### src/isa_pkg.sv
package isa_pkg;

  // fetched instruction word width
  localparam int instr_width = 32;

  // major opcode, top six bits of every instruction
  typedef enum logic [5:0] {
    op_alu  = 6'd0,
    op_addi = 6'd1,
    op_lw   = 6'd2,
    op_sw   = 6'd3,
    op_beq  = 6'd4,
    op_out  = 6'd5,
    op_halt = 6'd6
  } opcode_t;

  // alu function select, carried in funct of the r format
  typedef enum logic [3:0] {
    fn_add = 4'd0,
    fn_sub = 4'd1,
    fn_and = 4'd2,
    fn_or  = 4'd3,
    fn_xor = 4'd4,
    // signed compare, result is 1 or 0
    fn_slt = 4'd5
  } alu_fn_t;

  // register number, sixteen registers
  typedef logic [3:0] reg_idx_t;

  // register-register format
  typedef struct packed {
    opcode_t    opcode;
    reg_idx_t   rd;
    reg_idx_t   rs1;
    reg_idx_t   rs2;
    logic [9:0] unused;
    alu_fn_t    funct;
  } r_fmt_t;

  // immediate format, also used by lw, sw, beq
  typedef struct packed {
    opcode_t            opcode;
    reg_idx_t           rd;
    reg_idx_t           rs1;
    logic [1:0]         unused;
    logic signed [15:0] imm;
  } i_fmt_t;

  // one word, two views; opcode and register fields line up
  typedef union packed {
    r_fmt_t r;
    i_fmt_t i;
  } instr_u;

endpackage

### src/mem_pkg.sv
package mem_pkg;

  // data path width, also the register width
  localparam int word_width = 32;

  // data memory depth, 12-bit word address
  localparam int dm_words_default = 4096;

  // instruction memory depth
  localparam int im_words_default = 256;

endpackage

### src/reg_file.sv
`timescale 1ns/1ps

module reg_file (
  input  logic                            clk,
  input  logic                            rst,
  input  isa_pkg::reg_idx_t               rs1_idx,
  input  isa_pkg::reg_idx_t               rs2_idx,
  input  isa_pkg::reg_idx_t               rd_idx,
  input  logic                            we,
  input  logic [mem_pkg::word_width-1:0]  wd,
  output logic [mem_pkg::word_width-1:0]  rs1_val,
  output logic [mem_pkg::word_width-1:0]  rs2_val
);

  // sixteen general registers, r0 is ordinary
  logic [mem_pkg::word_width-1:0] regs [16];

  always_ff @(posedge clk) begin
    if (rst) begin
      for (int i = 0; i < 16; i++) begin
        regs[i] <= '0;
      end
    end else if (we) begin
      regs[rd_idx] <= wd;
    end
  end

  // combinational read ports
  assign rs1_val = regs[rs1_idx];
  assign rs2_val = regs[rs2_idx];

endmodule

### config.mk
export PLATFORM = sky130hd
export DESIGN_NAME = reg_file
export DESIGN_NICKNAME = d
export VERILOG_FILES = /design/src/isa_pkg.sv /design/src/mem_pkg.sv /design/src/reg_file.sv
export SDC_FILE = /design/constraint.sdc
export NUM_CORES = 1
export LEC_CHECK = 0
export ABC_AREA = 1
export BUFFER_PORTS_ARGS = -buffer_cell sky130_fd_sc_hd__buf_4
export CAP_MARGIN = 0
export CORE_MARGIN = 2
export CORE_UTILIZATION = 55
export CTS_BUF_LIST = sky130_fd_sc_hd__clkbuf_8
export DETAILED_ROUTE_END_ITERATION = 8
export GPL_ROUTABILITY_DRIVEN = 1
export PLACE_DENSITY = 0.72
export SYNTH_ARGS = -nofsm -noshare
export SYNTH_HDL_FRONTEND = slang
export SYNTH_SLANG_ARGS = --single-unit
export TNS_END_PERCENT = 20
### constraint.sdc
create_clock -name clk -period 4.38 [get_ports clk]
set_clock_uncertainty 0.1 [all_clocks]
set_input_delay 0.219 -clock clk [delete_from_list [all_inputs] [get_ports clk]]
set_output_delay 0.219 -clock clk [all_outputs]
set_load 0.01 [all_outputs]
* After elaboration in Yosys (flattened, before gate mapping)
Memories as Yosys holds them, arrays and structs flattened. Cells that the tools add are included.
Word-level totals: input bits 47, bits in writable memories 512, output and inout port bits 64, memories 1, logic and storage cells 10, flip-flop bits (word level) 0
Cells by class: reduce and logical (&&, ||, !) cells 1, muxes and demuxes 8
Memory list:
- regs | depth 16, width 32, rd ports 2, clocked after Yosys merged registers in 0, wr ports 16, line reg_file.sv:16 | logic [mem_pkg::word_width-1:0] regs [16];
Operator list (count):
- two-way mux 32 bit | 1
- OR reduction 32 bit | 1
- two-way mux 1 bit | 6
- two-way mux 4 bit | 1

* Depth between registers and ports, before layout
Gate-level depths: netlist of the first run.
word-level depth 5, depth in mapped cells 9, mapped depth without buffers 6

* Least setup slack after synthesis of the first run
No wires, ideal clock.
kind input-to-reg, start point input port rst, end point memory regs[12][0] in the netlist's numbering (enable), data required time 3891 ps, buffers on the path 1, setup time 389 ps, arrival time 1694 ps, path slack 2196 ps, stages 6, cell sequence inv_2 -> nand2_1 -> nor3_2 -> nand2_1 -> buf_6 -> nand2_1
RTL lines:
- start, declared | line reg_file.sv:5 | input logic rst,
- end, declared | line reg_file.sv:16

* Worst setup path after layout of the first run
start point input port rs1_idx[0], end point output port rs1_val[22] in the netlist's numbering
On the way: cells in the longest elaborated chain, start to end 1
RTL lines:
- start, declared | line reg_file.sv:6 | input isa_pkg::reg_idx_t rs1_idx,
- memory read (16 x 32 bit)
- end, declared | line reg_file.sv:11 | output logic [mem_pkg::word_width-1:0] rs1_val,
No other way between the ends.

==> results.toml, run 1 <==
[status]
status = "finished, final reports clean"

[finish]
largest_register_ffs = 512
layout-drive-gt1-share_pct = 7.82
final_util_pct = 60.0
multi_input_area_um2 = 10700
reg.largest.list = "regs: 512 flops"
layout_commonest_cell = "nand2_1"
final_nets = 3916
register_area_um2 = 15400
area_growth_pct = 8.05
fill_cells = 4852
final_cell_mix = "1,090 x nand2_1, 896 x nand3_1, 584 x inv_1"
instances_no_fill = 4635
largest-register = "regs"

[global_routing]
grt_max_degree = 164
grt_pass1_vias = 25286
antenna_found_initial = 1
grtUsageTotal_pct = 33.7
grt_pass1_wl_mm = 145
grt-ovfl-total = 0

[min_path]
worstHoldStart = "wd[0]"
hp-class = "in2reg"
hold_depth = 3
min_to = "regs[10][0]"

[sta]
slew_headroom_pct = 12.7
finalSetupViolations = 0
rsz0062_at_grt = "no"
max_freq_mhz = 343
finalCriticalPeriod_ns = 2.92
tightest_slew_ns = 1.31
finalSetupTns_ns = 0
slew_viol_final = 0
hold_viol_final = 0
finalCritPeriodShare_pct = 66.6

[synth]
muxShareOfSynthArea_pct = 0
synthXorXnorAreaFrac_pct = 0
synth_top_family_by_area = "simple AND/OR/NAND/NOR gates"
ys_seq_area_share_pct = 51.7
syn-num-nets = 3945
syn_area_um2 = 29700
synth_cell_type_count = 12
ys_warn_count = 0
syn_avg_cell_area_um2 = 7.63
synth_compound_area_share_pct = 0
ys_ff_latch = 512
netlist_instances = 3898
synth_fa_ha_area_share_pct = 0
synth-simple-area-share_pct = 35.9

[critical_path]
slowest_delay_ns = 0.64
cp_max_fo = 163
arrival_ns = 2.60
cp_top_family = "buffers and inverters"
crit_slowest_cell = "inv_8"
path_buf_inv = 4
path_common_cell = "nand3_1"
crit_chain = "clkbuf_8 -> inv_8 -> buf_4 -> nand2_1 -> nand3_1 -> nand3_1 -> nand3_1 -> nand2_1 -> buf_4"
critPathKind = "in2out"
cp.required_ns = 4.06
end_kind = "output port"
worstSetupStartpointType = "input pin"

[power_and_ir_drop]
power.switching_mw = 3.38
ir_drop_mv = 0.334
p_int_mw = 8.20
powerDensity_nw_per_um2 = 360
cellLeakagePower_nw = 15.2
pwr-share-clk_pct = 35.3
swShare_pct = 29.2
p_seq_share_pct = 49.7
power_frac_comb_pct = 15.1

[cts]
cts_hold_buf = 13
clock_path_buffers = 3
cts_root_buffer = "clkbuf_8"
clk_pin_slew_ns = 0.06
post_cts_buffers = 0
cts_sinks = 512
cts_tree = "yes"
ctsResizeCount = 0
htreeDepth = 3
cts_buffers = 89

[floorplanning]
io_pins = 111
fp.dieH_um = 237
num_rows = 85
die_width_um = 237
die_area_um2 = 56000
core_area_um2 = 53600
start_util_pct = 55.5

[route]
wl_per_cell_um = 20.4
vias = 26726
firstDrtPassIters = 6
vias_per_cell = 5.77
routed_wl_mm = 94.5
drcViolationCount = 0
postRouteAntennaNets = 0
drt_iter0_markers = 3780

[placement]
dpl.hpwl_mm = 50.0
dp.cells = 4461
port_buffers = 110
gp_congestion = 0.847

[job]
timing.max_cap.violations = 0
[synthesized netlist by cell type]
master | number | area [um^2]
inv_1 | 555 | 2080
nand3_1 | 896 | 4480
buf_4 | 2 | 15.0
nand2_1 | 1122 | 4210
buf_2 | 114 | 571
edfxtp_1 | 512 | 15400
clkbuf_1 | 79 | 297
buf_6 | 48 | 541
buf_1 | 48 | 180
inv_2 | 3 | 11.3
nor3_2 | 4 | 40.0
nor2_1 | 515 | 1930
[routing by layer]
metal,up-vias,GRT usage (%),wire (um)
met1,12279,44.6,35700
met5,-,0,0
met2,1823,53.6,43100
met4,0,16.1,4560
met3,340,6.47,11200
li1,12284,-,-
[how the worst max path moves through the flow]
stage | from | to | depth (start not counted)
6_report | rs1_idx[0] | rs1_val[22] | 9
5_1_grt | rs1_idx[0] | rs1_val[6] | 9
4_1_cts | rs1_idx[0] | rs1_val[6] | 9
3_5_place_dp | rst | regs[2][25] | 6
3_3_place_gp | rst | regs[2][26] | 6
2_1_floorplan | rst | regs[12][0] | 6
[stage by stage]
| stage | setup slack [ns] | cell area (um^2) | total power, mW | hold WS, ns |
|---|---|---|---|---|
| 6_report | 1.46 | 32100 | 11.6 | 0.0211 |
| 5_1_grt | 1.39 | 32100 | 12.0 | 0.0392 |
| 4_1_cts | 1.54 | 32100 | 11.5 | 0.0000332 |
| 3_5_place_dp | 1.20 | 30400 | 7.55 | 0.705 |
| 3_3_place_gp | 1.27 | 30400 | 7.53 | 0.691 |
| 2_1_floorplan | 2.20 | 29700 | 6.94 | 0.395 |
[power groups by stage]
| stage | clock network, mW | logic [mW] | registers, mW |
|---|---|---|---|
| floorplan | 0 | 1.12 | 5.82 |
| global placement | 0 | 1.69 | 5.84 |
| detailed placement | 0 | 1.70 | 5.85 |
| CTS | 4.08 | 1.71 | 5.75 |
| global route | 4.29 | 1.90 | 5.77 |
| finish | 4.08 | 1.74 | 5.75 |
[area by class of cell]
cell class              instances  share of cell area, %
diodes                          1                0.00779
clock buffers                  93                   3.98
clock inverters                67                  0.934
inverters                     558                   6.59
multi-input cells            2537                   33.4
flip-flops and latches        512                   47.8
well taps                     696                   2.71
repair buffers                171                   4.49
[logic make-up (layout without fill, tap and decap cells)]
logic type	count (synthesis)	count (layout)
other	0	1
flip-flops	512	512
buffers and inverters	849	889
AND/OR/NAND/NOR	2537	2537
(Power assumes the default switching activity.)
==> run 2, diff against run 1 <==
Settings changed: ABC_AREA 1 to 0.
Clock period 4.38 ns to 2.79 ns, I/O delays scaled along.
==> results.toml, run 2 <==
[status]
status = "finished, final reports clean"

[synth]
syn_avg_cell_area_um2 = 15.8
synth_cell_type_count = 22
ys_ff_latch = 512
synth_common_cells = "512 x edfxtp_1, 482 x and2_1, 256 x mux4_2, 128 x a22oi_1, 114 x clkbuf_1"
ys_warn_count = 0
ys_async_sr_fraction_pct = 0
synth.top_cell.area_share_pct = 57.8
synth_edf_count = 512
synth_area_leaders = "edfxtp_1 58%, mux4_2 22%, and2_1 11%"
yosysMostFrequentCell = "edfxtp_1"
syn_area_um2 = 26600
synth_largest_area_cell = "edfxtp_1"
netlist_instances = 1687
synth_flop_cell = "edfxtp_1"
syn-num-nets = 1734
ys_seq_area_share_pct = 57.8

[finish]
largest_register_ffs = 512
layout_commonest_cell = "edfxtp_1"
final_nets = 1869
largest-register = "regs"
final_util_pct = 63.6
stdcell_area_um2 = 30300
antenna_cells = 0
final_cell_mix = "512 x edfxtp_1, 480 x and2_1, 256 x mux4_2"
area_growth_pct = 14.2
layout-drive-gt1-share_pct = 32.4
reg.largest.list = "regs: 512 flops"
fill_cells = 3349

[critical_path]
worstSetupStartpointType = "flop"
end_kind = "output port"
cp_top_family = "multiplexers"
arrival_ns = 2.16
cp_max_fo = 2
crit_chain = "mux4_2 -> a22oi_1 -> nand2_1 -> buf_4"
path_buf_inv = 1
crit_slowest_cell = "mux4_2"
slowest_delay_ns = 0.49
critPathKind = "reg2out"
cp.required_ns = 2.55

[power_and_ir_drop]
cellLeakagePower_nw = 10.8
power.switching_mw = 4.43
power_frac_comb_pct = 13.0
p_int_mw = 13.1
p_seq_share_pct = 52.1
swShare_pct = 25.3
powerDensity_nw_per_um2 = 578
pwr-share-clk_pct = 34.9
ir_drop_mv = 0.309

[floorplanning]
io_pins = 111
die_width_um = 224
fp.dieH_um = 224
start_util_pct = 55.7
num_rows = 80
core_area_um2 = 47700
die_area_um2 = 50100

[route]
firstDrtPassIters = 5
wl_met2_mm = 36.7
wl_met3_mm = 7.01
wl_per_cell_um = 30.2
vias = 16569
vias_per_cell = 6.62
drcViolationCount = 0
postRouteAntennaNets = 0
drt-met1-wl_mm = 29.4
drt_iter0_markers = 1945
routed_wl_mm = 75.5
highest_layer = "met4"

[sta]
finalCritPeriodShare_pct = 86.0
finalCriticalPeriod_ns = 2.40
tightest_slew_ns = 1.14
slew_headroom_pct = 23.8
finalWorstSetupSlack_ns = 0.389
finalSetupViolations = 0
slew_viol_final = 0
rsz0062_at_grt = "no"
finalSetupTns_ns = 0
hold_viol_final = 0
max_freq_mhz = 417

[global_routing]
grt-ovfl-total = 0
antenna_found_initial = 0
grtUsageTotal_pct = 30.9
grt_max_degree = 42
grt_pass1_wl_mm = 111
grt_pass1_vias = 17314

[placement]
dpl_worst_slack_ns = 0.574
placed_area_um2 = 28500
gp_congestion = 0.798
port_buffers = 110
dpl.hpwl_mm = 42.7

[cts]
cts_sinks = 512
cts_tree = "yes"
cts_hold_buf = 33
clk_pin_slew_ns = 0.06
post_cts_buffers = 0
cts_buffers = 85
clock_path_buffers = 3
htreeDepth = 3
ctsResizeCount = 0
cts_root_buffer = "clkbuf_8"

[min_path]
hp-class = "in2reg"

[job]
timing.max_cap.violations = 0
-- run 2: cell count changes after synthesis, moves of 16 or more --
cell,delta
nand2_1,-1057
nand3_1,-896
inv_1,-555
nor2_1,-504
and2_1,+482
mux4_2,+256
a22oi_1,+128
buf_2,-84
buf_6,-48
clkbuf_1,+35
buf_1,-33
and2_2,+32
or2_2,+16
-- run 2: stage by stage --
stage / cells / power [mW] / hold slack [ns]
2_1_floorplan: 1687 / 10.5 / 0.238
3_3_place_gp: 2317 / 11.4 / 0.430
3_5_place_dp: 2317 / 11.5 / 0.435
4_1_cts: 2502 / 17.6 / 0.201
5_1_grt: 2502 / 18.1 / 0.229
6_report: 2502 / 17.5 / 0.258
-- run 2: layout make-up --
cell class	count	area, um^2	share of cell area, %
sequential	512	15400	50.7
multi-input combinational	1007	10700	35.1
timing repair buffer	216	2020	6.67
clock buffer	88	1210	3.99
tap	615	769	2.54
clock inverter	64	317	1.04
-- run 2: metal layers --
metal  up-vias  global-route usage (%)
li1       6809                       -
met1      8568                    41.8
met2      1001                    50.2
met3       191                    6.15
met4         0                    11.7
met5         -                       0
-- run 2: worst paths after layout --
| check | startpoint | to | depth (start not counted) |
|---|---|---|---|
| setup / recovery | regs[10][13] | rs1_val[13] | 4 |
| hold / removal | rd_idx[0] | regs[4][1] | 3 |
-- run 2: cells by family after synthesis --
group	after synthesis	share of synthesized area, %
and+or+nand+nor	623	14.3
DFF	512	57.8
muxes	256	21.7
buffers and inverters	168	2.58
AOI/OAI and AO/OA	128	3.61
-- run 2: power by group through the flow --
stage / clock network [mW] / logic (mW) / registers, mW
detailed placement: 0 / 2.23 / 9.28
floorplan: 0 / 1.35 / 9.19
CTS: 6.18 / 2.28 / 9.13
global placement: 0 / 2.21 / 9.24
global route: 6.50 / 2.39 / 9.17
finish: 6.13 / 2.28 / 9.14
==> run 3, diff against run 2 <==
Settings changed: MAX_ROUTING_LAYER set to met4.
==> results.toml, run 3 (synthesized netlist as in run 2, its figures left out) <==
[finish]
layout-drive-gt1-share_pct = 32.4
largest_register_ffs = 512
layout_commonest_cell = "edfxtp_1"
reg.largest.list = "regs: 512 flops"
area_growth_pct = 14.2
antenna_cells = 0
largest-register = "regs"
final_nets = 1869
final_cell_mix = "512 x edfxtp_1, 480 x and2_1, 256 x mux4_2"

[power_and_ir_drop]
powerDensity_nw_per_um2 = 578
ir_drop_mv = 0.311
p_total_mw = 17.5
cellLeakagePower_nw = 10.8

[placement]
port_buffers = 110
dpl.hpwl_mm = 42.7
dpl_worst_slack_ns = 0.574
gp_congestion = 0.809

[cts]
clock_path_buffers = 3
htreeDepth = 3
cts_sinks = 512
post_cts_buffers = 0
cts_tree = "yes"
clk_pin_slew_ns = 0.06
ctsResizeCount = 0
cts_root_buffer = "clkbuf_8"
cts_buffers = 85
cts_hold_buf = 33

[floorplanning]
die_width_um = 224
num_rows = 80
die_area_um2 = 50100
io_pins = 111
core_area_um2 = 47700
start_util_pct = 55.7
fp.dieH_um = 224

[critical_path]
end_kind = "output port"
slowest_delay_ns = 0.49
worstSetupStartpointType = "flop"
crit_slowest_cell = "mux4_2"
critPathKind = "reg2out"
arrival_ns = 2.19
cp_max_fo = 2
cp.required_ns = 2.55
crit_chain = "mux4_2 -> a22oi_1 -> nand2_1 -> buf_4"

[sta]
finalCritPeriodShare_pct = 86.9
slew_viol_final = 0
slew_headroom_pct = 25.5
rsz0062_at_grt = "no"
tightest_slew_ns = 1.12
hold_viol_final = 0
finalSetupTns_ns = 0
max_freq_mhz = 412
finalWorstSetupSlack_ns = 0.364
finalCriticalPeriod_ns = 2.43
finalSetupViolations = 0

[route]
vias_per_cell = 6.63
firstDrtPassIters = 6
wl_per_cell_um = 30.2
postRouteAntennaNets = 0
drcViolationCount = 0
drt_iter0_markers = 1991
vias = 16579
routed_wl_mm = 75.6

[global_routing]
antenna_found_initial = 0
grt_max_degree = 42
grt-ovfl-total = 0
grt_pass1_vias = 17270
grt_pass1_wl_mm = 111
grtUsageTotal_pct = 31.9

[min_path]
min_to = "regs[4][1]"
hp-class = "in2reg"
hold_depth = 3
worstHoldStart = "rd_idx[0]"

[job]
timing.max_cap.violations = 0

[status]
status = "finished, final reports clean"
[run 3: cell counts in the layout (fill, tap and decap cells not counted)]
Identical to the previous run, type by type.
[run 3: cell type report]
cell class	instances	area, um^2
clock buffer	88	1210
tap	615	769
fill	3349	17400
sequential	512	15400
multi-input combinational	1007	10700
timing repair buffer	216	2020
clock inverter	64	317
[run 3: critical path, delay by kind of cell, from the launching register on]
family | cells | cell delay (ns)
muxes | 1 | 0.49
DFF | 1 | 0.42
AOI/OAI and AO/OA | 1 | 0.32
buffers and inverters | 1 | 0.16
and+or+nand+nor | 1 | 0.12
[run 3: stage by stage]
| step | utilization, % | cells | hold WS, ns | cell area [um^2] |
|---|---|---|---|---|
| 6_report | 63.6 | 2502 | 0.259 | 30300 |
| 5_1_grt | 63.6 | 2502 | 0.226 | 30300 |
| 4_1_cts | 63.6 | 2502 | 0.201 | 30300 |
| 3_5_place_dp | 59.7 | 2317 | 0.435 | 28500 |
| 3_3_place_gp | 59.7 | 2317 | 0.430 | 28500 |
| 2_1_floorplan | - | 1687 | 0.238 | 26600 |
[run 3: per-layer routing]
metal | share of wire (%) | vias to the layer above | routed length [um] | global-route usage [%]
met2 | 49 | 962 | 36900 | 50.1
met5 | 0 | - | 0 | -
met3 | 9.4 | 194 | 7090 | 5.84
li1 | - | 6817 | - | -
met4 | 3.2 | 0 | 2450 | 11.5
met1 | 39 | 8606 | 29100 | 42.3
[run 3: how the worst max path moves through the flow]
stage | slack, ns | cells past startpoint | to | start
after floorplan | 0.89 | 3 | regs[0][0] | rd_idx[2]
after global placement | 0.58 | 6 | rs2_val[31] | rs2_idx[0]
after detailed placement | 0.57 | 6 | rs2_val[3] | rs2_idx[0]
after CTS | 0.33 | 4 | rs1_val[13] | regs[10][13]
after global routing | 0.27 | 4 | rs1_val[2] | regs[11][2]
final | 0.36 | 4 | rs1_val[13] | regs[10][13]
[run 3: power by group]
part	internal, mW	leakage (nW)	total [mW]	switching, mW
clock network	3.10	0.865	6.13	3.03
logic	1.10	5.00	2.28	1.18
registers	8.91	4.88	9.14	0.224
