===== src/isa_pkg.sv =====
package isa_pkg;

  // fetched instruction word width
  localparam int instr_width = 32;

  // major opcode, top six bits of every instruction
  typedef enum logic [5:0] {
    op_alu  = 6'd0,
    op_addi = 6'd1,
    op_lw   = 6'd2,
    op_sw   = 6'd3,
    op_beq  = 6'd4,
    op_out  = 6'd5,
    op_halt = 6'd6
  } opcode_t;

  // alu function select, carried in funct of the r format
  typedef enum logic [3:0] {
    fn_add = 4'd0,
    fn_sub = 4'd1,
    fn_and = 4'd2,
    fn_or  = 4'd3,
    fn_xor = 4'd4,
    // signed compare, result is 1 or 0
    fn_slt = 4'd5
  } alu_fn_t;

  // register number, sixteen registers
  typedef logic [3:0] reg_idx_t;

  // register-register format
  typedef struct packed {
    opcode_t    opcode;
    reg_idx_t   rd;
    reg_idx_t   rs1;
    reg_idx_t   rs2;
    logic [9:0] unused;
    alu_fn_t    funct;
  } r_fmt_t;

  // immediate format, also used by lw, sw, beq
  typedef struct packed {
    opcode_t            opcode;
    reg_idx_t           rd;
    reg_idx_t           rs1;
    logic [1:0]         unused;
    logic signed [15:0] imm;
  } i_fmt_t;

  // one word, two views; opcode and register fields line up
  typedef union packed {
    r_fmt_t r;
    i_fmt_t i;
  } instr_u;

endpackage


===== src/mem_pkg.sv =====
package mem_pkg;

  // data path width, also the register width
  localparam int word_width = 32;

  // data memory depth, 12-bit word address
  localparam int dm_words_default = 4096;

  // instruction memory depth
  localparam int im_words_default = 256;

endpackage


===== src/dm_bus_if.sv =====
`timescale 1ns/1ps

interface dm_bus_if #(
  parameter int dm_words = mem_pkg::dm_words_default
);

  // word address width, wraps modulo depth
  localparam int addr_w = $clog2(dm_words);

  // global enable, nothing moves without it
  logic                            enable_dm;
  // registered read, wins over write
  logic                            enable_fetch;
  // write strobe
  logic                            enable_write;
  logic [addr_w-1:0]               address;
  logic [mem_pkg::word_width-1:0]  wdata;
  // holds last fetched word
  logic [mem_pkg::word_width-1:0]  rdata;

  // controller side
  modport ctrl (
    output enable_dm, enable_fetch, enable_write, address, wdata,
    input  rdata
  );

  // memory side
  modport mem (
    input  enable_dm, enable_fetch, enable_write, address, wdata,
    output rdata
  );

endinterface


===== src/core_ctrl.sv =====
`timescale 1ns/1ps

module core_ctrl #(
  parameter int dm_words = mem_pkg::dm_words_default,
  parameter int im_words = mem_pkg::im_words_default
) (
  input  logic                            clk,
  input  logic                            rst,
  input  isa_pkg::instr_u                 instr,
  output logic [$clog2(im_words)-1:0]     pc,
  output isa_pkg::reg_idx_t               rs1_idx,
  output isa_pkg::reg_idx_t               rs2_idx,
  output isa_pkg::reg_idx_t               rd_idx,
  output logic                            rf_we,
  output logic [mem_pkg::word_width-1:0]  rf_wd,
  input  logic [mem_pkg::word_width-1:0]  rs1_val,
  input  logic [mem_pkg::word_width-1:0]  rs2_val,
  output isa_pkg::alu_fn_t                alu_fn,
  output logic [mem_pkg::word_width-1:0]  alu_a,
  output logic [mem_pkg::word_width-1:0]  alu_b,
  input  logic [mem_pkg::word_width-1:0]  alu_y,
  input  logic                            alu_eq,
  dm_bus_if.ctrl                          dm,
  output logic                            out_valid,
  output logic [mem_pkg::word_width-1:0]  out_data,
  output logic                            halted
);

  localparam int im_aw = $clog2(im_words);
  localparam int dm_aw = $clog2(dm_words);

  // fsm states
  localparam logic [2:0] s_fetch  = 3'd0;
  localparam logic [2:0] s_decode = 3'd1;
  localparam logic [2:0] s_exec   = 3'd2;
  localparam logic [2:0] s_mem    = 3'd3;
  localparam logic [2:0] s_wb     = 3'd4;
  localparam logic [2:0] s_halt   = 3'd5;

  logic [2:0]                     state;
  logic [im_aw-1:0]               pc_q;
  // current instruction, one at a time
  isa_pkg::instr_u                ir;
  // alu result, kept for mem address and writeback
  logic [mem_pkg::word_width-1:0] alu_q;
  isa_pkg::opcode_t               opcode;
  logic [mem_pkg::word_width-1:0] imm_ext;

  // decode from both union views
  assign opcode  = ir.r.opcode;
  assign imm_ext = {{(mem_pkg::word_width-16){ir.i.imm[15]}}, ir.i.imm};

  assign pc      = pc_q;
  assign rs1_idx = ir.r.rs1;
  // sw stores rd, beq compares rs1 with rd
  assign rs2_idx = (opcode == isa_pkg::op_alu) ? ir.r.rs2 : ir.r.rd;
  assign rd_idx  = ir.r.rd;

  // alu operands; immediate forms add
  assign alu_fn = (opcode == isa_pkg::op_alu) ? ir.r.funct : isa_pkg::fn_add;
  assign alu_a  = rs1_val;
  assign alu_b  = (opcode == isa_pkg::op_alu || opcode == isa_pkg::op_beq) ? rs2_val : imm_ext;

  // writeback for alu, addi, lw only
  assign rf_we = (state == s_wb) && (opcode == isa_pkg::op_alu ||
                 opcode == isa_pkg::op_addi || opcode == isa_pkg::op_lw);
  assign rf_wd = (opcode == isa_pkg::op_lw) ? dm.rdata : alu_q;

  // data memory strobes, only in mem state
  assign dm.enable_dm    = (state == s_mem);
  assign dm.enable_fetch = (state == s_mem) && (opcode == isa_pkg::op_lw);
  assign dm.enable_write = (state == s_mem) && (opcode == isa_pkg::op_sw);
  // address wraps modulo depth
  assign dm.address      = alu_q[dm_aw-1:0];
  assign dm.wdata        = rs2_val;

  always_ff @(posedge clk) begin
    if (rst) begin
      state     <= s_fetch;
      pc_q      <= '0;
      out_valid <= 1'b0;
      out_data  <= '0;
      halted    <= 1'b0;
    end else begin
      // pulse by default
      out_valid <= 1'b0;
      case (state)
        s_fetch: begin
          // pc now points at pc+1
          pc_q  <= pc_q + 1'b1;
          state <= s_decode;
        end
        s_decode: begin
          if (opcode == isa_pkg::op_halt) begin
            halted <= 1'b1;
            state  <= s_halt;
          end else begin
            state <= s_exec;
          end
        end
        s_exec: begin
          case (opcode)
            isa_pkg::op_beq: begin
              // taken target is pc+1+imm
              if (alu_eq) begin
                pc_q <= pc_q + im_aw'(ir.i.imm);
              end
              state <= s_fetch;
            end
            isa_pkg::op_lw, isa_pkg::op_sw: begin
              state <= s_mem;
            end
            isa_pkg::op_out: begin
              // visible during writeback
              out_valid <= 1'b1;
              out_data  <= rs1_val;
              state     <= s_wb;
            end
            isa_pkg::op_alu, isa_pkg::op_addi: begin
              state <= s_wb;
            end
            default: begin
              // unknown opcode skipped
              state <= s_fetch;
            end
          endcase
        end
        s_mem: begin
          // lw waits one cycle for rdata
          state <= (opcode == isa_pkg::op_lw) ? s_wb : s_fetch;
        end
        s_wb: begin
          state <= s_fetch;
        end
        default: begin
          // halted until reset
          state <= s_halt;
        end
      endcase
    end
  end

  // payload registers
  always_ff @(posedge clk) begin
    if (state == s_fetch) begin
      ir <= instr;
    end
    if (state == s_exec) begin
      alu_q <= alu_y;
    end
  end

endmodule


===== src/flat_wrapper.sv =====
// flat-port wrapper written by rule: the top's interface ports become plain ports
module core_ctrl_flat 
#(
  parameter int dm_words = mem_pkg::dm_words_default,
  parameter int im_words = mem_pkg::im_words_default
)
  (clk, rst, instr, pc, rs1_idx, rs2_idx, rd_idx, rf_we, rf_wd, rs1_val, rs2_val, alu_fn, alu_a, alu_b, alu_y, alu_eq, out_valid, out_data, halted, dm_enable_dm, dm_enable_fetch, dm_enable_write, dm_address, dm_wdata, dm_rdata);
  dm_bus_if #(.dm_words(dm_words)) dm_i ();
  input  logic clk;
  input  logic rst;
  input  isa_pkg::instr_u instr;
  output logic [$clog2(im_words)-1:0] pc;
  output isa_pkg::reg_idx_t rs1_idx;
  output isa_pkg::reg_idx_t rs2_idx;
  output isa_pkg::reg_idx_t rd_idx;
  output logic rf_we;
  output logic [mem_pkg::word_width-1:0] rf_wd;
  input  logic [mem_pkg::word_width-1:0] rs1_val;
  input  logic [mem_pkg::word_width-1:0] rs2_val;
  output isa_pkg::alu_fn_t alu_fn;
  output logic [mem_pkg::word_width-1:0] alu_a;
  output logic [mem_pkg::word_width-1:0] alu_b;
  input  logic [mem_pkg::word_width-1:0] alu_y;
  input  logic alu_eq;
  output logic out_valid;
  output logic [mem_pkg::word_width-1:0] out_data;
  output logic halted;
  output wire logic [$bits(dm_i.enable_dm)-1:0] dm_enable_dm;
  output wire logic [$bits(dm_i.enable_fetch)-1:0] dm_enable_fetch;
  output wire logic [$bits(dm_i.enable_write)-1:0] dm_enable_write;
  output wire logic [$bits(dm_i.address)-1:0] dm_address;
  output wire logic [$bits(dm_i.wdata)-1:0] dm_wdata;
  input wire logic [$bits(dm_i.rdata)-1:0] dm_rdata;
  assign dm_enable_dm = dm_i.enable_dm;
  assign dm_enable_fetch = dm_i.enable_fetch;
  assign dm_enable_write = dm_i.enable_write;
  assign dm_address = dm_i.address;
  assign dm_wdata = dm_i.wdata;
  assign dm_i.rdata = dm_rdata;
  core_ctrl #(.dm_words(dm_words), .im_words(im_words)) u_core (.clk(clk), .rst(rst), .instr(instr), .pc(pc), .rs1_idx(rs1_idx), .rs2_idx(rs2_idx), .rd_idx(rd_idx), .rf_we(rf_we), .rf_wd(rf_wd), .rs1_val(rs1_val), .rs2_val(rs2_val), .alu_fn(alu_fn), .alu_a(alu_a), .alu_b(alu_b), .alu_y(alu_y), .alu_eq(alu_eq), .dm(dm_i), .out_valid(out_valid), .out_data(out_data), .halted(halted));
endmodule

===== config.mk =====
export PLATFORM = sky130hd
export DESIGN_NAME = core_ctrl_flat
export DESIGN_NICKNAME = d
export VERILOG_FILES = /design/src/isa_pkg.sv /design/src/mem_pkg.sv /design/src/dm_bus_if.sv /design/src/core_ctrl.sv /design/src/flat_wrapper.sv
export SDC_FILE = /design/constraint.sdc
export NUM_CORES = 1
export LEC_CHECK = 0
export BUFFER_PORTS_ARGS = -buffer_cell sky130_fd_sc_hd__clkbuf_2
export CAP_MARGIN = 5
export CELL_PAD_IN_SITES_DETAIL_PLACEMENT = 2
export CELL_PAD_IN_SITES_GLOBAL_PLACEMENT = 2
export CORE_UTILIZATION = 25
export CTS_CLUSTER_DIAMETER = 50
export DETAILED_ROUTE_END_ITERATION = 10
export HOLD_SLACK_MARGIN = 0.1
export PLACE_DENSITY_LB_ADDON = 0.1
export SLEW_MARGIN = 20
export SYNTH_ARGS = -nofsm -noshare
export SYNTH_HDL_FRONTEND = slang
export SYNTH_SLANG_ARGS = --single-unit

===== constraint.sdc =====
create_clock -name clk -period 5.64 [get_ports clk]
set_clock_uncertainty 0.2 [all_clocks]
set_input_delay 0.846 -clock clk [delete_from_list [all_inputs] [get_ports clk]]
set_output_delay 0.846 -clock clk [all_outputs]
set_load 0.01 [all_outputs]

Yosys cells after proc, flatten, opt, wreduce, memory -nomap -nowiden
Cells that the tools add are included.
- register bits after elaboration: 109
- input bits: 163
- output and inout bits: 202
- word-level logic and storage cells: 49
- $add $sub $neg: 2
- eq/ne operators: 12
- mux-type cells: 12
- bitwise logic cells: 1
- reduce and logical (&&, ||, !) cells: 15
- operators by type and width (kind ; number):
    32-bit 2-to-1 mux ; 2
    6-bit by 3-bit equality test with 1-bit output (second input constant) ; 3
    8-bit 2-to-1 mux ; 2
    8-bit one-hot mux with 2 select lines ; 1
    3-bit one-hot mux with 5 select lines ; 1
    6-bit by 2-bit equality test with 1-bit output (second input constant) ; 2
    8-bit by 1-bit adder with 8-bit output (second input constant) ; 1
    8-bit adder ; 1
    4-bit 2-to-1 mux ; 2
    3-bit by 2-bit equality test with 1-bit output (second input constant) ; 2
    6-bit by 1-bit equality test with 1-bit output (second input constant) ; 1
    6-bit zero test ; 1
    3-bit 2-to-1 mux ; 2
    3-bit one-hot mux with 2 select lines ; 1
    2-bit AND reduction ; 2
    2-bit OR reduction ; 2
    3-bit by 1-bit equality test with 1-bit output (second input constant) ; 1
    3-bit equality test (second input constant) ; 1
    1-bit logical AND ; 3
    3-bit zero test ; 1
    1-bit logical OR ; 3
    3-bit AND reduction ; 1
    3-bit OR reduction ; 1
    2-bit by 1-bit != test with 1-bit output (second input constant) ; 1
    other kinds (4) ; 4

Logic depth before layout (Yosys ltp)
- depth after elaboration: 4
- gate-level depth with buffers: 11
- depth with buffers taken out: 9

Worst setup path before layout
No wires, ideal clock.
- path type: flip-flop to flip-flop
- start point: reg u_core.state[0]
- end point: reg u_core.ir[0] in the netlist's numbering, enable pin
- setup time: 461 ps
- arrival time: 2732 ps
- required time: 4979 ps
- setup slack: 2247 ps
- stages on the path, launching flop included: 3
- buffers on the path: 1
- period minus slack after synthesis: 3393 ps
- cell sequence: dfxtp_1 clkbuf_1 nor3_1
- cells in the longest elaborated chain, start to end: 1
- RTL lines (what ; line ; text):
    from (decl) ; core_ctrl.sv:40 ; logic [2:0] state;
    from (signal assigned) ; core_ctrl.sv:79 ; state <= s_fetch;
    from (signal assigned) ; core_ctrl.sv:91 ; state <= s_decode;
    from (signal assigned) ; core_ctrl.sv:96 ; state <= s_halt;
    3-bit zero test ; core_ctrl.sv:145 ; if (state == s_fetch) begin
    to (signal assigned) ; core_ctrl.sv:146 ; ir <= instr;
    to (decl) ; core_ctrl.sv:43 ; isa_pkg::instr_u ir;
Every way passes these cells.
A chain may end at the register's enable or synchronous reset.

Worst setup path in the final report
- start point: reg u_core.ir[31] in the netlist's numbering
- end point: out rf_wd[20] in the netlist's numbering
- cells in the longest elaborated chain, start to end: 2
- RTL lines (what ; line ; text):
    6-bit by 2-bit equality test with 1-bit output ; core_ctrl.sv:67 ; assign rf_wd = (opcode == isa_pkg::op_lw) ? dm.rdata : alu_q;
    32-bit 2-to-1 mux ; core_ctrl.sv:67 ;
    to (decl) ; flat_wrapper.sv:17 ; output logic [mem_pkg::word_width-1:0] rf_wd;
Every way passes these cells.

==> results.sh <==
export IMPL_cts_tree="yes"
export IMPL_synth_top_area_share=0.355
export IMPL_overflow=0
export IMPL_die_h_um=149
export IMPL_syn_area_um2=5410
export IMPL_period_minus_slack_ps=3730
export IMPL_fin_tns_setup_ps=0
export IMPL_crit_fanout=33
export IMPL_reg2reg_depth=9
export IMPL_synth_ff_type="edfxtp_1"
export IMPL_cts_buffer_depth=2
export IMPL_maxCapViolCount=0
export IMPL_postCtsHoldBufs=0
export IMPL_routed_wl_mm=18.0
export IMPL_ys_top_cells_by_count="buf_4 (90), nand2_1 (74), edfxtp_1 (64), mux2_2 (50), dfxtp_1 (45)"
export IMPL_worstSkewPairLatency_ps=350
export IMPL_total_power_mw=1.95
export IMPL_tightest_slew_ps=952
export IMPL_ys_ff_latch=109
export IMPL_cpMaxStageDelayCell="nor2_4"
export IMPL_drtIter0Drc=93
export IMPL_ant_nets=0
export IMPL_postSynthAreaPerCell_um2=11.0
export IMPL_synthTopCellsByArea="edfxtp_1 (36%), dfxtp_1 (17%), buf_4 (12%), mux2_2 (10%), nand2_1 (5.1%)"
export IMPL_core_area_um2=21100
export IMPL_post_route_period_util=0.662
export IMPL_synthArstFlopShare=0
export IMPL_die_w_um=149
export IMPL_crit_path_start_kind="flop"
export IMPL_peakVddDrop_v=0.000136
export IMPL_leakage_nw=3.36
export IMPL_top_layer="met5"
export IMPL_cts_sinks=109
export IMPL_htreeDepth=3
export IMPL_end_kind="primary output"
export IMPL_ctsResizeCount=0
export IMPL_start_util=0.256
export IMPL_multi_input_area_um2=1810
export IMPL_syn_to_final_growth_pct=32.9
export IMPL_grt_pass1_vias=4735
export IMPL_rsz0062_at_grt="no"
export IMPL_status="completed"
export IMPL_arrival_ps=2690
export IMPL_port_buffer_count=364
export IMPL_seq_area_um2=2820
export IMPL_via_count=4536
export IMPL_num_rows=53
export IMPL_grt_max_degree=34
export IMPL_cts_setup_buffers=0
export IMPL_die_area_um2=22200
export IMPL_powerDensity_nw_per_um2=272
export IMPL_wl_per_cell_um=17.2
export IMPL_fin_nets=935
export IMPL_yosysTopAreaCell="edfxtp_1"
export IMPL_synthCells=492
export IMPL_relSlewSlack=0.364
export IMPL_path_class="flop to primary output"
export IMPL_fmax_ghz=0.268
export IMPL_drc=0
export IMPL_syn_num_nets=663
export IMPL_antenna_found_initial=2
export IMPL_synthDistinctLibCells=44
export IMPL_min_path_type="flop to flop"
export IMPL_grt_total_usage=0.160
export IMPL_met1Wirelength_mm=7.06
export IMPL_ys_warn_count=0
export IMPL_via_per_inst=4.34
export IMPL_io_pins=365
export IMPL_seq_area_frac_synth=0.522
export IMPL_place_gp_congestion=0.800
export IMPL_path_cells="nor3_2 -> nand3b_1 -> nor2_4 -> mux2_2 -> clkbuf_2"
export IMPL_grt_pass1_wl_mm=26.9
export IMPL_slew_viol_final=0
export IMPL_wl_met2_mm=9.29
export IMPL_fill_cells=2380
export IMPL_yosysMostFrequentCell="buf_4"
export IMPL_hold_depth=2
export IMPL_cts_root_buf="clkbuf_16"
export IMPL_wl_met3_mm=1.36
export IMPL_dp_hpwl_mm=14.6
export IMPL_n_antenna_cell=0
export IMPL_setup_viol=0
export IMPL_worstPathRequired_ps=4590
export IMPL_drive_gt1_frac=0.579
export IMPL_cp_slowest_stage_delay_ps=780
export IMPL_drt_pass1_iterations=4
export IMPL_finalHoldViolCount=0
export IMPL_clk_pin_slew_worst_paths_ps=80
export IMPL_cts_buffers=9
export IMPL_synth_edf_count=64
registers in the layout, indices dropped and copies added, names as in the netlist:
register          flops
u_core.ir            32
u_core.state          3
u_core.alu_q         32
u_core.pc             8
u_core.halted         1
u_core.out_valid      1
u_core.out_data      32
path summary, 6_finish.rpt:
check / from / end / slack (ps)
worst min register to register: u_core.out_data[30]$_SDFFE_PP0P_ / u_core.out_data[30]$_SDFFE_PP0P_ / 250
worst min-delay path: u_core.out_data[30]$_SDFFE_PP0P_ / u_core.out_data[30]$_SDFFE_PP0P_ / 250
worst max register to register: u_core.state[1]$_SDFF_PP0_ / u_core.pc[6]$_SDFFE_PP0P_ / 2580
worst max-delay path: u_core.ir[31]$_DFFE_PP_ / rf_wd[20] / 1910
final cells by class:
class / instances / area share
inverter: 6 / 0.00313
tap: 275 / 0.0479
clock inverter: 4 / 0.00731
sequential: 109 / 0.393
timing repair buffer: 370 / 0.260
multi-input combinational: 268 / 0.252
clock buffer: 12 / 0.0372
through the flow:
stage	cells	setup WS [ps]	hold WS, ps	cell area, um2	util
6_report	1044	1910	253	7190	0.341
5_1_grt	1044	1680	285	7190	0.341
4_1_cts	1044	1830	261	7190	0.341
2_1_floorplan	492	2250	276	5410	-
3_5_place_dp	1028	2240	250	6870	0.326
3_3_place_gp	1028	2400	239	6870	0.326
layer usage:
metal  GRT usage  vias to the layer above
met5           0                        -
met4      0.0505                        2
met1       0.180                     2158
met3      0.0431                       16
met2       0.290                      195
li1            -                     2165
worst max-delay path: cells and delay by family, from the launching register on:
kind | cells | cell delay, ps
flip-flops | 1 | 420
multiplexers | 1 | 420
buffers and inverters | 1 | 140
AND/OR/NAND/NOR | 3 | 1330
power by group:
part	switching [mW]	internal [mW]
registers	0.0317	0.899
clock network	0.296	0.387
logic	0.185	0.155
total	0.513	1.44
cell usage in the layout, fill, tap and decap left out, types with 3 or more instances in the layout:
| cell | Yosys | routed |
|---|---|---|
| nor2_1 | 11 | 11 |
| a31oi_1 | 3 | 3 |
| ha_1 | 7 | 7 |
| clkbuf_2 | 0 | 364 |
| inv_1 | 6 | 6 |
| mux2_2 | 50 | 50 |
| dfxtp_1 | 45 | 45 |
| edfxtp_1 | 64 | 64 |
| nand2_1 | 74 | 74 |
| mux2i_1 | 3 | 3 |
| and2_1 | 11 | 11 |
| clkbuf_16 | 0 | 10 |
| a21o_1 | 18 | 18 |
| xnor2_1 | 3 | 3 |
| nor3_1 | 7 | 6 |
| a21oi_1 | 39 | 39 |
| nand3_1 | 4 | 4 |
| buf_4 | 90 | 6 |
| o21ai_0 | 5 | 5 |
| nand2b_1 | 3 | 3 |
| nor3_2 | 2 | 3 |
cell families (layout without fill, tap and decap cells):
group | count (synthesis) | in the layout | synth area share
AO/OA/AOI/OAI | 77 | 77 | 0.0867
buffers and inverters | 115 | 392 | 0.146
adder cells (fa/ha/maj) | 8 | 8 | 0.0199
multiplexers | 54 | 54 | 0.112
XOR/XNOR | 4 | 4 | 0.00648
flip-flops | 109 | 109 | 0.522
AND/OR/NAND/NOR | 125 | 125 | 0.107
(Power assumes the default switching activity.)
