--- config.mk ---
export PLATFORM = sky130hd
export DESIGN_NAME = alu
export DESIGN_NICKNAME = d
export VERILOG_FILES = /design/src/isa_pkg.sv /design/src/mem_pkg.sv /design/src/alu.sv
export SDC_FILE = /design/constraint.sdc
export NUM_CORES = 1
export LEC_CHECK = 0
export BUFFER_PORTS_ARGS = -buffer_cell sky130_fd_sc_hd__buf_2
export CORE_MARGIN = 2
export CORE_UTILIZATION = 62
export DETAILED_ROUTE_END_ITERATION = 10
export GPL_ROUTABILITY_DRIVEN = 0
export PLACE_DENSITY = 0.89
export REMOVE_ABC_BUFFERS = 1
export SYNTH_ARGS = -nofsm -noshare
export SYNTH_HDL_FRONTEND = slang
export SYNTH_SLANG_ARGS = --single-unit
--- constraint.sdc ---
create_clock -name vclk -period 7.7
set_clock_uncertainty 0.2 [all_clocks]
set_input_delay 0 -clock vclk [all_inputs]
set_output_delay 0 -clock vclk [all_outputs]
set_load 0.05 [all_outputs]
--- src/isa_pkg.sv ---
package isa_pkg;

  // fetched instruction word width
  localparam int instr_width = 32;

  // major opcode, top six bits of every instruction
  typedef enum logic [5:0] {
    op_alu  = 6'd0,
    op_addi = 6'd1,
    op_lw   = 6'd2,
    op_sw   = 6'd3,
    op_beq  = 6'd4,
    op_out  = 6'd5,
    op_halt = 6'd6
  } opcode_t;

  // alu function select, carried in funct of the r format
  typedef enum logic [3:0] {
    fn_add = 4'd0,
    fn_sub = 4'd1,
    fn_and = 4'd2,
    fn_or  = 4'd3,
    fn_xor = 4'd4,
    // signed compare, result is 1 or 0
    fn_slt = 4'd5
  } alu_fn_t;

  // register number, sixteen registers
  typedef logic [3:0] reg_idx_t;

  // register-register format
  typedef struct packed {
    opcode_t    opcode;
    reg_idx_t   rd;
    reg_idx_t   rs1;
    reg_idx_t   rs2;
    logic [9:0] unused;
    alu_fn_t    funct;
  } r_fmt_t;

  // immediate format, also used by lw, sw, beq
  typedef struct packed {
    opcode_t            opcode;
    reg_idx_t           rd;
    reg_idx_t           rs1;
    logic [1:0]         unused;
    logic signed [15:0] imm;
  } i_fmt_t;

  // one word, two views; opcode and register fields line up
  typedef union packed {
    r_fmt_t r;
    i_fmt_t i;
  } instr_u;

endpackage

--- src/mem_pkg.sv ---
package mem_pkg;

  // data path width, also the register width
  localparam int word_width = 32;

  // data memory depth, 12-bit word address
  localparam int dm_words_default = 4096;

  // instruction memory depth
  localparam int im_words_default = 256;

endpackage

--- src/alu.sv ---
`timescale 1ns/1ps

module alu (
  input  isa_pkg::alu_fn_t                fn,
  input  logic [mem_pkg::word_width-1:0]  a,
  input  logic [mem_pkg::word_width-1:0]  b,
  output logic [mem_pkg::word_width-1:0]  y,
  output logic                            eq
);

  always_comb begin
    case (fn)
      isa_pkg::fn_add: begin
        y = a + b;
      end
      isa_pkg::fn_sub: begin
        y = a - b;
      end
      isa_pkg::fn_and: begin
        y = a & b;
      end
      isa_pkg::fn_or: begin
        y = a | b;
      end
      isa_pkg::fn_xor: begin
        y = a ^ b;
      end
      isa_pkg::fn_slt: begin
        // signed compare, zero-extended flag
        y = {{(mem_pkg::word_width-1){1'b0}}, $signed(a) < $signed(b)};
      end
      default: begin
        // undefined function codes give zero
        y = '0;
      end
    endcase
  end

  // equality for beq, independent of fn
  assign eq = (a == b);

endmodule

After elaboration in Yosys (flattened, before gate mapping)
Index checks and enable logic that the tools add are counted.

word-level totals
  output and inout port bits = 33
  logic and storage cells = 14
  bits of input ports = 68
  register bits = 0

cells by class
  magnitude comparators = 1
  equal/unequal tests = 6
  muxes and demuxes = 1
  add/sub/neg operators = 2
  bitwise operators = 3
  reductions and logical operators = 1

operators with widths
  kind                  count
  $pmux W32 S6          1
  $add A32 B32 Y32      1
  $and A32 B32 Y32      1
  $eq A32 B32 Y1        1
  $lt A32 B32 Y1        1
  $or A32 B32 Y32       1
  $sub A32 B32 Y32      1
  $xor A32 B32 Y32      1
  $eq A4 B2 Y1 const B  2
  $eq A4 B3 Y1 const B  2
  $eq A4 B1 Y1 const B  1
  $logic_not A4 Y1      1

Depth between registers and ports, before layout
Gate-level depths: netlist (run 1).

  word-level depth = 2
  depth in mapped cells = 14
  mapped depth without buffers = 14

Worst setup path after synthesis (run 1)
No wires, ideal clock.

  kind = input-to-output
  from = input a[0] (netlist bit)
  to = output y[26] (netlist bit)
  path slack = 4129 ps
  buffers on the path = 0
  cell stages on the path = 12
  required time = 7500 ps
  arrival = 3371 ps
  cell sequence = ha_1 > fa_1 > a21oi_1 > o21ai_0 > a2111oi_0 > o41ai_1 > a31o_1 > a21o_1 > a21oi_1 > o21ai_1 > xnor2_1 > o21ai_0

on the way
  cells in the longest elaborated chain, start to end = 2
  elaborated cells between the ends (all ways) = 3
  classes of those cells = add/sub (2); mux (1)

ends and longest elaborated chain
  element                                               line                  RTL
  from (decl)                                           alu.sv:5              input logic [mem_pkg::word_width-1:0] a,
  $sub A32 B32 Y32 or $add A32 B32 Y32 (tied branches)  alu.sv:17, alu.sv:14
  $pmux W32 S6 *                                        alu.sv:12             case (fn)
  to (decl)                                             alu.sv:7              output logic [mem_pkg::word_width-1:0] y,

Mark *: on every way between the ends. The rest lies on a longest branch, timed or not.

Worst setup path after layout (run 1)
  from = input a[0] (netlist bit)
  to = output y[24] (netlist bit)

The elaborated chain is that of the path after synthesis.

==> impl_metrics.json, run 1 <==
{
  "cp_top_family": "compound AO/OA/AOI/OAI gates",
  "finish.utilization_pct": 69.0,
  "ys_warn_count": 0,
  "max_stage_delay_ns": 0.59,
  "rsz0062_at_grt": "no",
  "core-area_um2": 7610,
  "area_growth_pct": 9.73,
  "timing.fmax_ghz": 0.280,
  "ys_seq_area_share_pct": 0,
  "met3_usage_pct": 2.14,
  "die_w_um": 91.9,
  "antenna_found_initial": 0,
  "p_int_mw": 0.144,
  "grt_overflow_total": 0,
  "instances_no_fill": 909,
  "critPathKind": "in -> out",
  "worstHoldPathType": "in -> out",
  "combPwrFrac_pct": 100.0,
  "irDropWorstVdd_mv": 0.0435,
  "drtPass1Iterations": 5,
  "num-fill-cells": 679,
  "seq_area_um2": 0,
  "num_rows": 32,
  "setup_viol": 0,
  "endpoint_kind": "primary output",
  "drv_cap": 0,
  "totalPowerFinal_mw": 0.416,
  "critPathArrivalTime_ns": 3.37,
  "place_inst": 909,
  "num_vias": 5812,
  "multiInputGateArea_um2": 4230,
  "hold_viol_final": 0,
  "ios": 101,
  "p_sw_mw": 0.272,
  "post-route-drc-count": 0,
  "clockPowerShare_pct": 0,
  "swShare_pct": 65.4,
  "die_y_um": 91.9,
  "dieArea_um2": 8440,
  "syn_area_um2": 4790,
  "grt.total_usage_pct": 31.8,
  "p_per_area_nw_per_um2": 79.2,
  "p_seq_share_pct": 0,
  "grt_busiest_layer": "met2",
  "final_common_cell": "buf_2",
  "status": "complete, no violations",
  "use_met2_pct": 58.8,
  "viasPerCell": 6.39,
  "final_cell_mix": "buf_2, ha_1, inv_1, nor2_1, a21oi_1",
  "path_cells": "buf_2 > ha_1 > fa_1 > a21oi_1 > o21ai_0 > a2111oi_0 > o41ai_1 > a31o_1 > a21o_1 > a211oi_1 > a21oi_1 > xnor2_1 > o21ai_1 > buf_2",
  "period_minus_slack_ns": 3.57,
  "place_area_um2": 5250,
  "leakagePower_nw": 2.68,
  "cts_hold_buf": 0,
  "cts_setup_buffers": 0,
  "layout-drive-gt1-share_pct": 14.3,
  "nFlopsAndLatches": 0,
  "start_kind": "input pin",
  "dp_hpwl_um": 10900,
  "tns_ns": 0,
  "cts_resized": 0,
  "routed_wirelength_um": 14100,
  "syn_inst": 750,
  "grtUsageMet1_pct": 39.7,
  "synth.distinct_cells": 61,
  "wl_per_cell_um": 15.5,
  "slew_viol_final": 0,
  "final_area_um2": 5250,
  "grt_pass1_wl_um": 23500,
  "avgSynthCellArea_um2": 6.38,
  "timing.final.crit_share_pct": 46.3,
  "start_util_pct": 62.9,
  "drt.antenna.violating_nets": 0,
  "cpMaxStageDelayCell": "a2111oi_0",
  "grt_max_degree": 54,
  "critPathMaxFanout": 4,
  "slew_headroom_pct": 35.2,
  "cp.required_ns": 7.50,
  "tightest_slew_ns": 0.971,
  "portBuffers": 101,
  "final_nets": 979,
  "antenna_cells": 0,
  "first_global_vias": 5455,
  "drtIter0Drc": 400,
  "critPathBufInv": 2,
  "clock_buffers": 0
}
==> power by group through the flow <==
stage                     clock network (mW)  registers, mW  logic [mW]
after detailed placement                   0              0       0.404
after floorplan                            0              0       0.299
final                                      0              0       0.416
after CTS                                  0              0       0.407
after global placement                     0              0       0.393
after global routing                       0              0       0.454
==> kinds of logic after synthesis <==
family	share of synthesized area (%)
compound gates	34.7
buf+inv	11.7
xor+xnor	4.58
fa+ha+maj	27.0
mux	0.627
simple gates	21.4
==> per-layer routing <==
layer,share of wire [%],up-vias
met5,0,-
met2,49,324
met4,2.0,0
met1,41,2696
met3,8.1,38
li1,-,2754
==> synth_stat cells (3+ instances only) <==
master	number	area share [%]
nor3b_1	5	0.78
nor2b_1	10	1.3
a211oi_1	9	1.4
nor3_1	31	3.2
a21o_1	11	1.7
a31oi_1	4	0.52
o21bai_1	12	1.9
o211ai_1	9	1.4
o21a_1	5	0.78
o31ai_1	5	0.78
o22ai_1	4	0.52
a21boi_0	3	0.47
a21oi_1	69	7.2
inv_1	95	7.5
nand3_1	15	1.6
ha_1	100	26
xor2_1	4	0.73
clkbuf_1	38	3.0
buf_2	8	0.84
a221oi_1	28	5.1
nor2_1	95	7.5
nand4_1	5	0.65
mux2i_1	3	0.63
and2_1	4	0.52
nand2b_1	5	0.65
nand2_1	29	2.3
nor4_1	4	0.52
o21ai_0	56	5.9
o221ai_1	4	0.73
or3_1	5	0.65
o21ai_1	10	1.0
xnor2_1	21	3.8
==> area by class of cell <==
cell class | count | share of cell area [%]
Multi-Input combinational cell | 606 | 80.5
Timing Repair Buffer | 105 | 10.2
Inverter | 96 | 6.86
Tap cell | 102 | 2.43
==> tightest hold or removal path, stage by stage <==
cell and delay (ns):
buf_2 0.11, nor3_1 0.11, nand2_1 0.08, o211ai_1 0.08
buf_2 0.21
==> per-stage QoR <==
step | setup WS (ns) | hold WS, ns
floorplan | 4.14 | 0.205
global placement | 4.18 | 0.369
detailed placement | 4.19 | 0.387
CTS | 4.16 | 0.387
global route | 3.87 | 0.443
finish | 4.13 | 0.392
==> final timing paths <==
path              depth (start not counted)  startpoint  slack (ns)     to
hold / removal                            5       fn[2]        0.39   y[4]
setup / recovery                         14        a[0]        4.13  y[24]
(Power assumes the default switching activity.)
==> inputs of run 2 (changes only) <==
--- a/config.mk
+++ b/config.mk
@@ -7,10 +7,10 @@
 export LEC_CHECK = 0
 export BUFFER_PORTS_ARGS = -buffer_cell sky130_fd_sc_hd__buf_2
 export CORE_MARGIN = 2
-export CORE_UTILIZATION = 62
+export CORE_UTILIZATION = 53
 export DETAILED_ROUTE_END_ITERATION = 10
 export GPL_ROUTABILITY_DRIVEN = 0
-export PLACE_DENSITY = 0.89
+export PLACE_DENSITY = 0.81
 export REMOVE_ABC_BUFFERS = 1
 export SYNTH_ARGS = -nofsm -noshare
 export SYNTH_HDL_FRONTEND = slang
==> constraint.sdc (replaced) <==
create_clock -name vclk -period 3.2
set_clock_uncertainty 0.2 [all_clocks]
set_input_delay 0 -clock vclk [all_inputs]
set_output_delay 0 -clock vclk [all_outputs]
set_load 0.05 [all_outputs]
==> run 2 against run 1 <==
  * Global-route usage fell by 3.2 points
  * Combinational power grew to 2.7 times the previous value
  * Final area is 12% higher
  * Cell count grew 5.2%
  * Core utilization fell by 1.6 points
  * First-iteration DRC count increased by 11%
  * Routed wire length increased by 8.6%
  * Die area rose by 16%
  * Critical path type unchanged
==> impl_metrics.json, run 2 (same netlist as run 1, synthesis figures left out) <==
{
  "status": "complete, no violations",
  "first_global_vias": 5475,
  "final_cell_mix": "nor2_1, ha_1, inv_1",
  "num-fill-cells": 738,
  "dieArea_um2": 9810,
  "tns_ns": 0,
  "critPathKind": "in -> out",
  "dp_hpwl_um": 11700,
  "layout-drive-gt1-share_pct": 22.8,
  "final_nets": 1020,
  "rsz0062_at_grt": "yes",
  "slew_headroom_pct": 47.7,
  "area_growth_pct": 22.9,
  "routed_wirelength_um": 15300,
  "start_kind": "input pin",
  "tightest_slew_ns": 0.784,
  "grt_pass1_wl_um": 24600,
  "die_w_um": 99.0,
  "leakagePower_nw": 2.93,
  "setup_viol": 0,
  "cp.required_ns": 3.00,
  "p_per_area_nw_per_um2": 193,
  "die_y_um": 99.0,
  "grt.total_usage_pct": 28.6,
  "num_rows": 34,
  "drtIter0Drc": 442,
  "drt.antenna.violating_nets": 0,
  "nFlopsAndLatches": 0,
  "critPathMaxFanout": 3,
  "timing.fmax_ghz": 0.314,
  "portBuffers": 101,
  "drtPass1Iterations": 7,
  "post-route-drc-count": 0,
  "drv_cap": 0,
  "antenna_found_initial": 0,
  "timing.final.crit_share_pct": 99.5,
  "irDropWorstVdd_mv": 0.110,
  "seq_area_um2": 0,
  "antenna_cells": 0,
  "finish.utilization_pct": 67.4,
  "endpoint_kind": "primary output",
  "wl_per_cell_um": 16.0,
  "grt_overflow_total": 0,
  "worstHoldPathType": "in -> out",
  "grt_max_degree": 53,
  "viasPerCell": 6.20,
  "clock_buffers": 0,
  "final_common_cell": "nor2_1",
  "ios": 101,
  "cp-startpoint": "b[11]",
  "critPathArrivalTime_ns": 2.99,
  "min-delay-start": "b[31]",
  "start_util_pct": 54.9,
  "core-area_um2": 8720,
  "period_minus_slack_ns": 3.19,
  "num_vias": 5926,
  "slew_viol_final": 0,
  "hold_viol_final": 0
}
[run 2: changes by cell type in the layout (fill, tap and decap cells not counted), sizes merged]
cell,delta
buf,+39
clkbuf,+2
[run 2: worst max-delay path, cell delays in order]
cell	delay, ns
buf_8	0.10
inv_4	0.05
ha_4	0.20
or4_4	0.55
or4_4	0.56
a21oi_4	0.21
o41ai_4	0.11
buf_4	0.16
a21oi_4	0.13
o32a_4	0.20
nand4b_1	0.11
nand3_1	0.14
xor2_1	0.07
o21ai_1	0.20
buf_6	0.18
[run 2: stage by stage]
step	std cells	power, mW	hold slack [ns]	setup slack, ns	area (um^2)
after floorplan	702	0.720	0.205	-0.363	4590
after detailed placement	955	1.04	0.387	-0.204	5560
after global placement	955	1.01	0.377	-0.142	5560
after CTS	955	1.05	0.365	0.00735	5590
final	956	1.13	0.364	0.0147	5880
after global routing	956	1.22	0.393	-0.0783	5880
[run 2: final timing paths]
path / slack, ns / cells past startpoint / to
max: 0.01 / 15 / y[28]
min: 0.36 / 5 / y[31]
[run 2: timing repair]
| action | in CTS | in global routing |
|---|---|---|
| hold buffers | 0 | 0 |
| setup buffers | 0 | 2 |
| setup endpoints to repair | 6 | 16 |
| cloned | 0 | 0 |
| pin swaps | 0 | 27 |
| resized for setup | 8 | 71 |
[run 2: cell type report]
class	count	area, um^2	area share (%)
repair buffers	146	916	15.6
multi-input cells	606	4460	75.9
well taps	108	135	2.30
inverters	96	365	6.21
[run 2: report_power, final]
group          switching [mW]  internal, mW  total, mW
Clock                       0             0          0
Sequential                  0             0          0
Combinational           0.705         0.429       1.13
Total                   0.705         0.429       1.13
[run 2: per-layer routing]
metal  global-route usage, %  share of wire [%]  vias up
li1                        -                  -     2843
met1                    37.7                 41     2714
met2                    51.6                 49      329
met3                    1.21                8.1       40
met4                    6.01                1.9        0
met5                       0                  0        -
==> inputs of run 3 (changes only) <==
--- a/config.mk
+++ b/config.mk
@@ -12,6 +12,7 @@
 export GPL_ROUTABILITY_DRIVEN = 0
 export PLACE_DENSITY = 0.81
 export REMOVE_ABC_BUFFERS = 1
+export SETUP_SLACK_MARGIN = 0.3
 export SYNTH_ARGS = -nofsm -noshare
 export SYNTH_HDL_FRONTEND = slang
 export SYNTH_SLANG_ARGS = --single-unit
==> run 3 against run 2 <==
  * Combinational power grew 5%
  * Sequential share of layout area unchanged
  * Cell count rose by 0.73%
  * Hold slack improved by 0.0051 ns
  * Worst setup slack gained 0.10 ns
  * Final area increased by 3.2%
  * Global-route usage grew 0.77 points
  * Sequential cell count unchanged
  * Largest cell class unchanged
==> impl_metrics.json, run 3 (same netlist as run 1, synthesis figures left out) <==
{
  "slew_headroom_pct": 47.4,
  "start_kind": "input pin",
  "endpoint_kind": "primary output",
  "die_w_um": 99.0,
  "slew_viol_final": 0,
  "p_per_area_nw_per_um2": 195,
  "final_area_um2": 6070,
  "ios": 101,
  "final_cell_mix": "nor2_1, inv_1, ha_1",
  "leakagePower_nw": 2.97,
  "start_util_pct": 54.9,
  "dieArea_um2": 9810,
  "timing.fmax_ghz": 0.324,
  "dp_hpwl_um": 11700,
  "core-area_um2": 8720,
  "place_inst": 955,
  "post-route-drc-count": 0,
  "viasPerCell": 6.27,
  "final_nets": 1027,
  "first_global_vias": 5738,
  "wl_per_cell_um": 16.4,
  "num_rows": 34,
  "clock_buffers": 0,
  "tightest_slew_ns": 0.790,
  "portBuffers": 101,
  "critPathArrivalTime_ns": 2.89,
  "critPathMaxFanout": 8,
  "timing.final.crit_share_pct": 96.4,
  "irDropWorstVdd_mv": 0.114,
  "drtIter0Drc": 456,
  "period_minus_slack_ns": 3.09,
  "drtPass1Iterations": 5,
  "cp_top_family": "compound AO/OA/AOI/OAI gates",
  "worstHoldPathType": "in -> out",
  "die_y_um": 99.0,
  "critPathKind": "in -> out",
  "cts_hold_buf": 0,
  "antenna_found_initial": 0,
  "grt_max_degree": 53,
  "num_vias": 6037,
  "critPathBufInv": 5,
  "drt.antenna.violating_nets": 0,
  "cp.required_ns": 3.00,
  "place_area_um2": 5560,
  "path_cells": "buf_2 > inv_1 > ha_1 > inv_1 > a21oi_1 > nor2_1 > o41ai_2 > buf_4 > a21oi_4 > o32a_4 > nand4b_1 > nand3_1 > xor2_1 > o21ai_1 > buf_4",
  "instances_no_fill": 963,
  "final_common_cell": "nor2_1",
  "drv_cap": 0,
  "grt.total_usage_pct": 29.4,
  "nFlopsAndLatches": 0,
  "max_stage_delay_ns": 0.54,
  "routed_wirelength_um": 15800,
  "rsz0062_at_grt": "yes",
  "grt_pass1_wl_um": 25300,
  "status": "complete, no violations",
  "setup_viol": 0,
  "grt_overflow_total": 0,
  "layout-drive-gt1-share_pct": 25.3,
  "antenna_cells": 0,
  "seq_area_um2": 0,
  "hold_viol_final": 0,
  "cpMaxStageDelayCell": "ha_1",
  "area_growth_pct": 26.8
}
-- run 3: cell types whose count changed in the layout (fill, tap and decap cells not counted), sizes merged --
cell / before / now
buf: 144 / 152
clkbuf: 2 / 1
-- run 3: power breakdown --
group	leakage (nW)	switching (mW)	internal [mW]
clock network	0	0	0
registers	0	0	0
logic	2.97	0.727	0.459
total	2.97	0.727	0.459
-- run 3: area by class of cell --
| class | count | area, um^2 |
|---|---|---|
| well taps | 108 | 135 |
| inverters | 96 | 370 |
| fillers | 719 | 2650 |
| repair buffers | 153 | 1010 |
| multi-input cells | 606 | 4550 |
-- run 3: per-stage QoR --
step                hold WS, ns  setup WS [ns]  power [mW]  TNS (ns)  util, %
floorplan                 0.205         -0.363       0.720    -0.946        -
global placement          0.377         -0.142        1.01    -0.322     63.7
detailed placement        0.387         -0.204        1.04    -0.558     63.7
CTS                       0.365          0.158        1.12         0     68.0
global route              0.393       -0.00347        1.27  -0.00347     69.6
finish                    0.369          0.115        1.19         0     69.6
-- run 3: final timing paths --
kind	from	to	slack (ns)	cells after the start
min	b[31]	y[31]	0.37	5
max	b[7]	y[28]	0.11	15
-- run 3: repair_timing --
| item | CTS | global route |
|---|---|---|
| buffers inserted | 6 | 2 |
| pin swaps | 23 | 5 |
| resized for setup | 84 | 33 |
| endpoints found under the setup margin | 18 | 20 |
-- run 3: layer usage --
| metal | global-route usage (%) | up-vias | routed length (um) |
|---|---|---|---|
| met1 | 37.8 | 2714 | 6330 |
| met4 | 8.11 | 0 | 453 |
| li1 | - | 2863 | - |
| met3 | 1.84 | 61 | 1320 |
| met2 | 52.8 | 399 | 7700 |
| met5 | 0 | - | 0 |
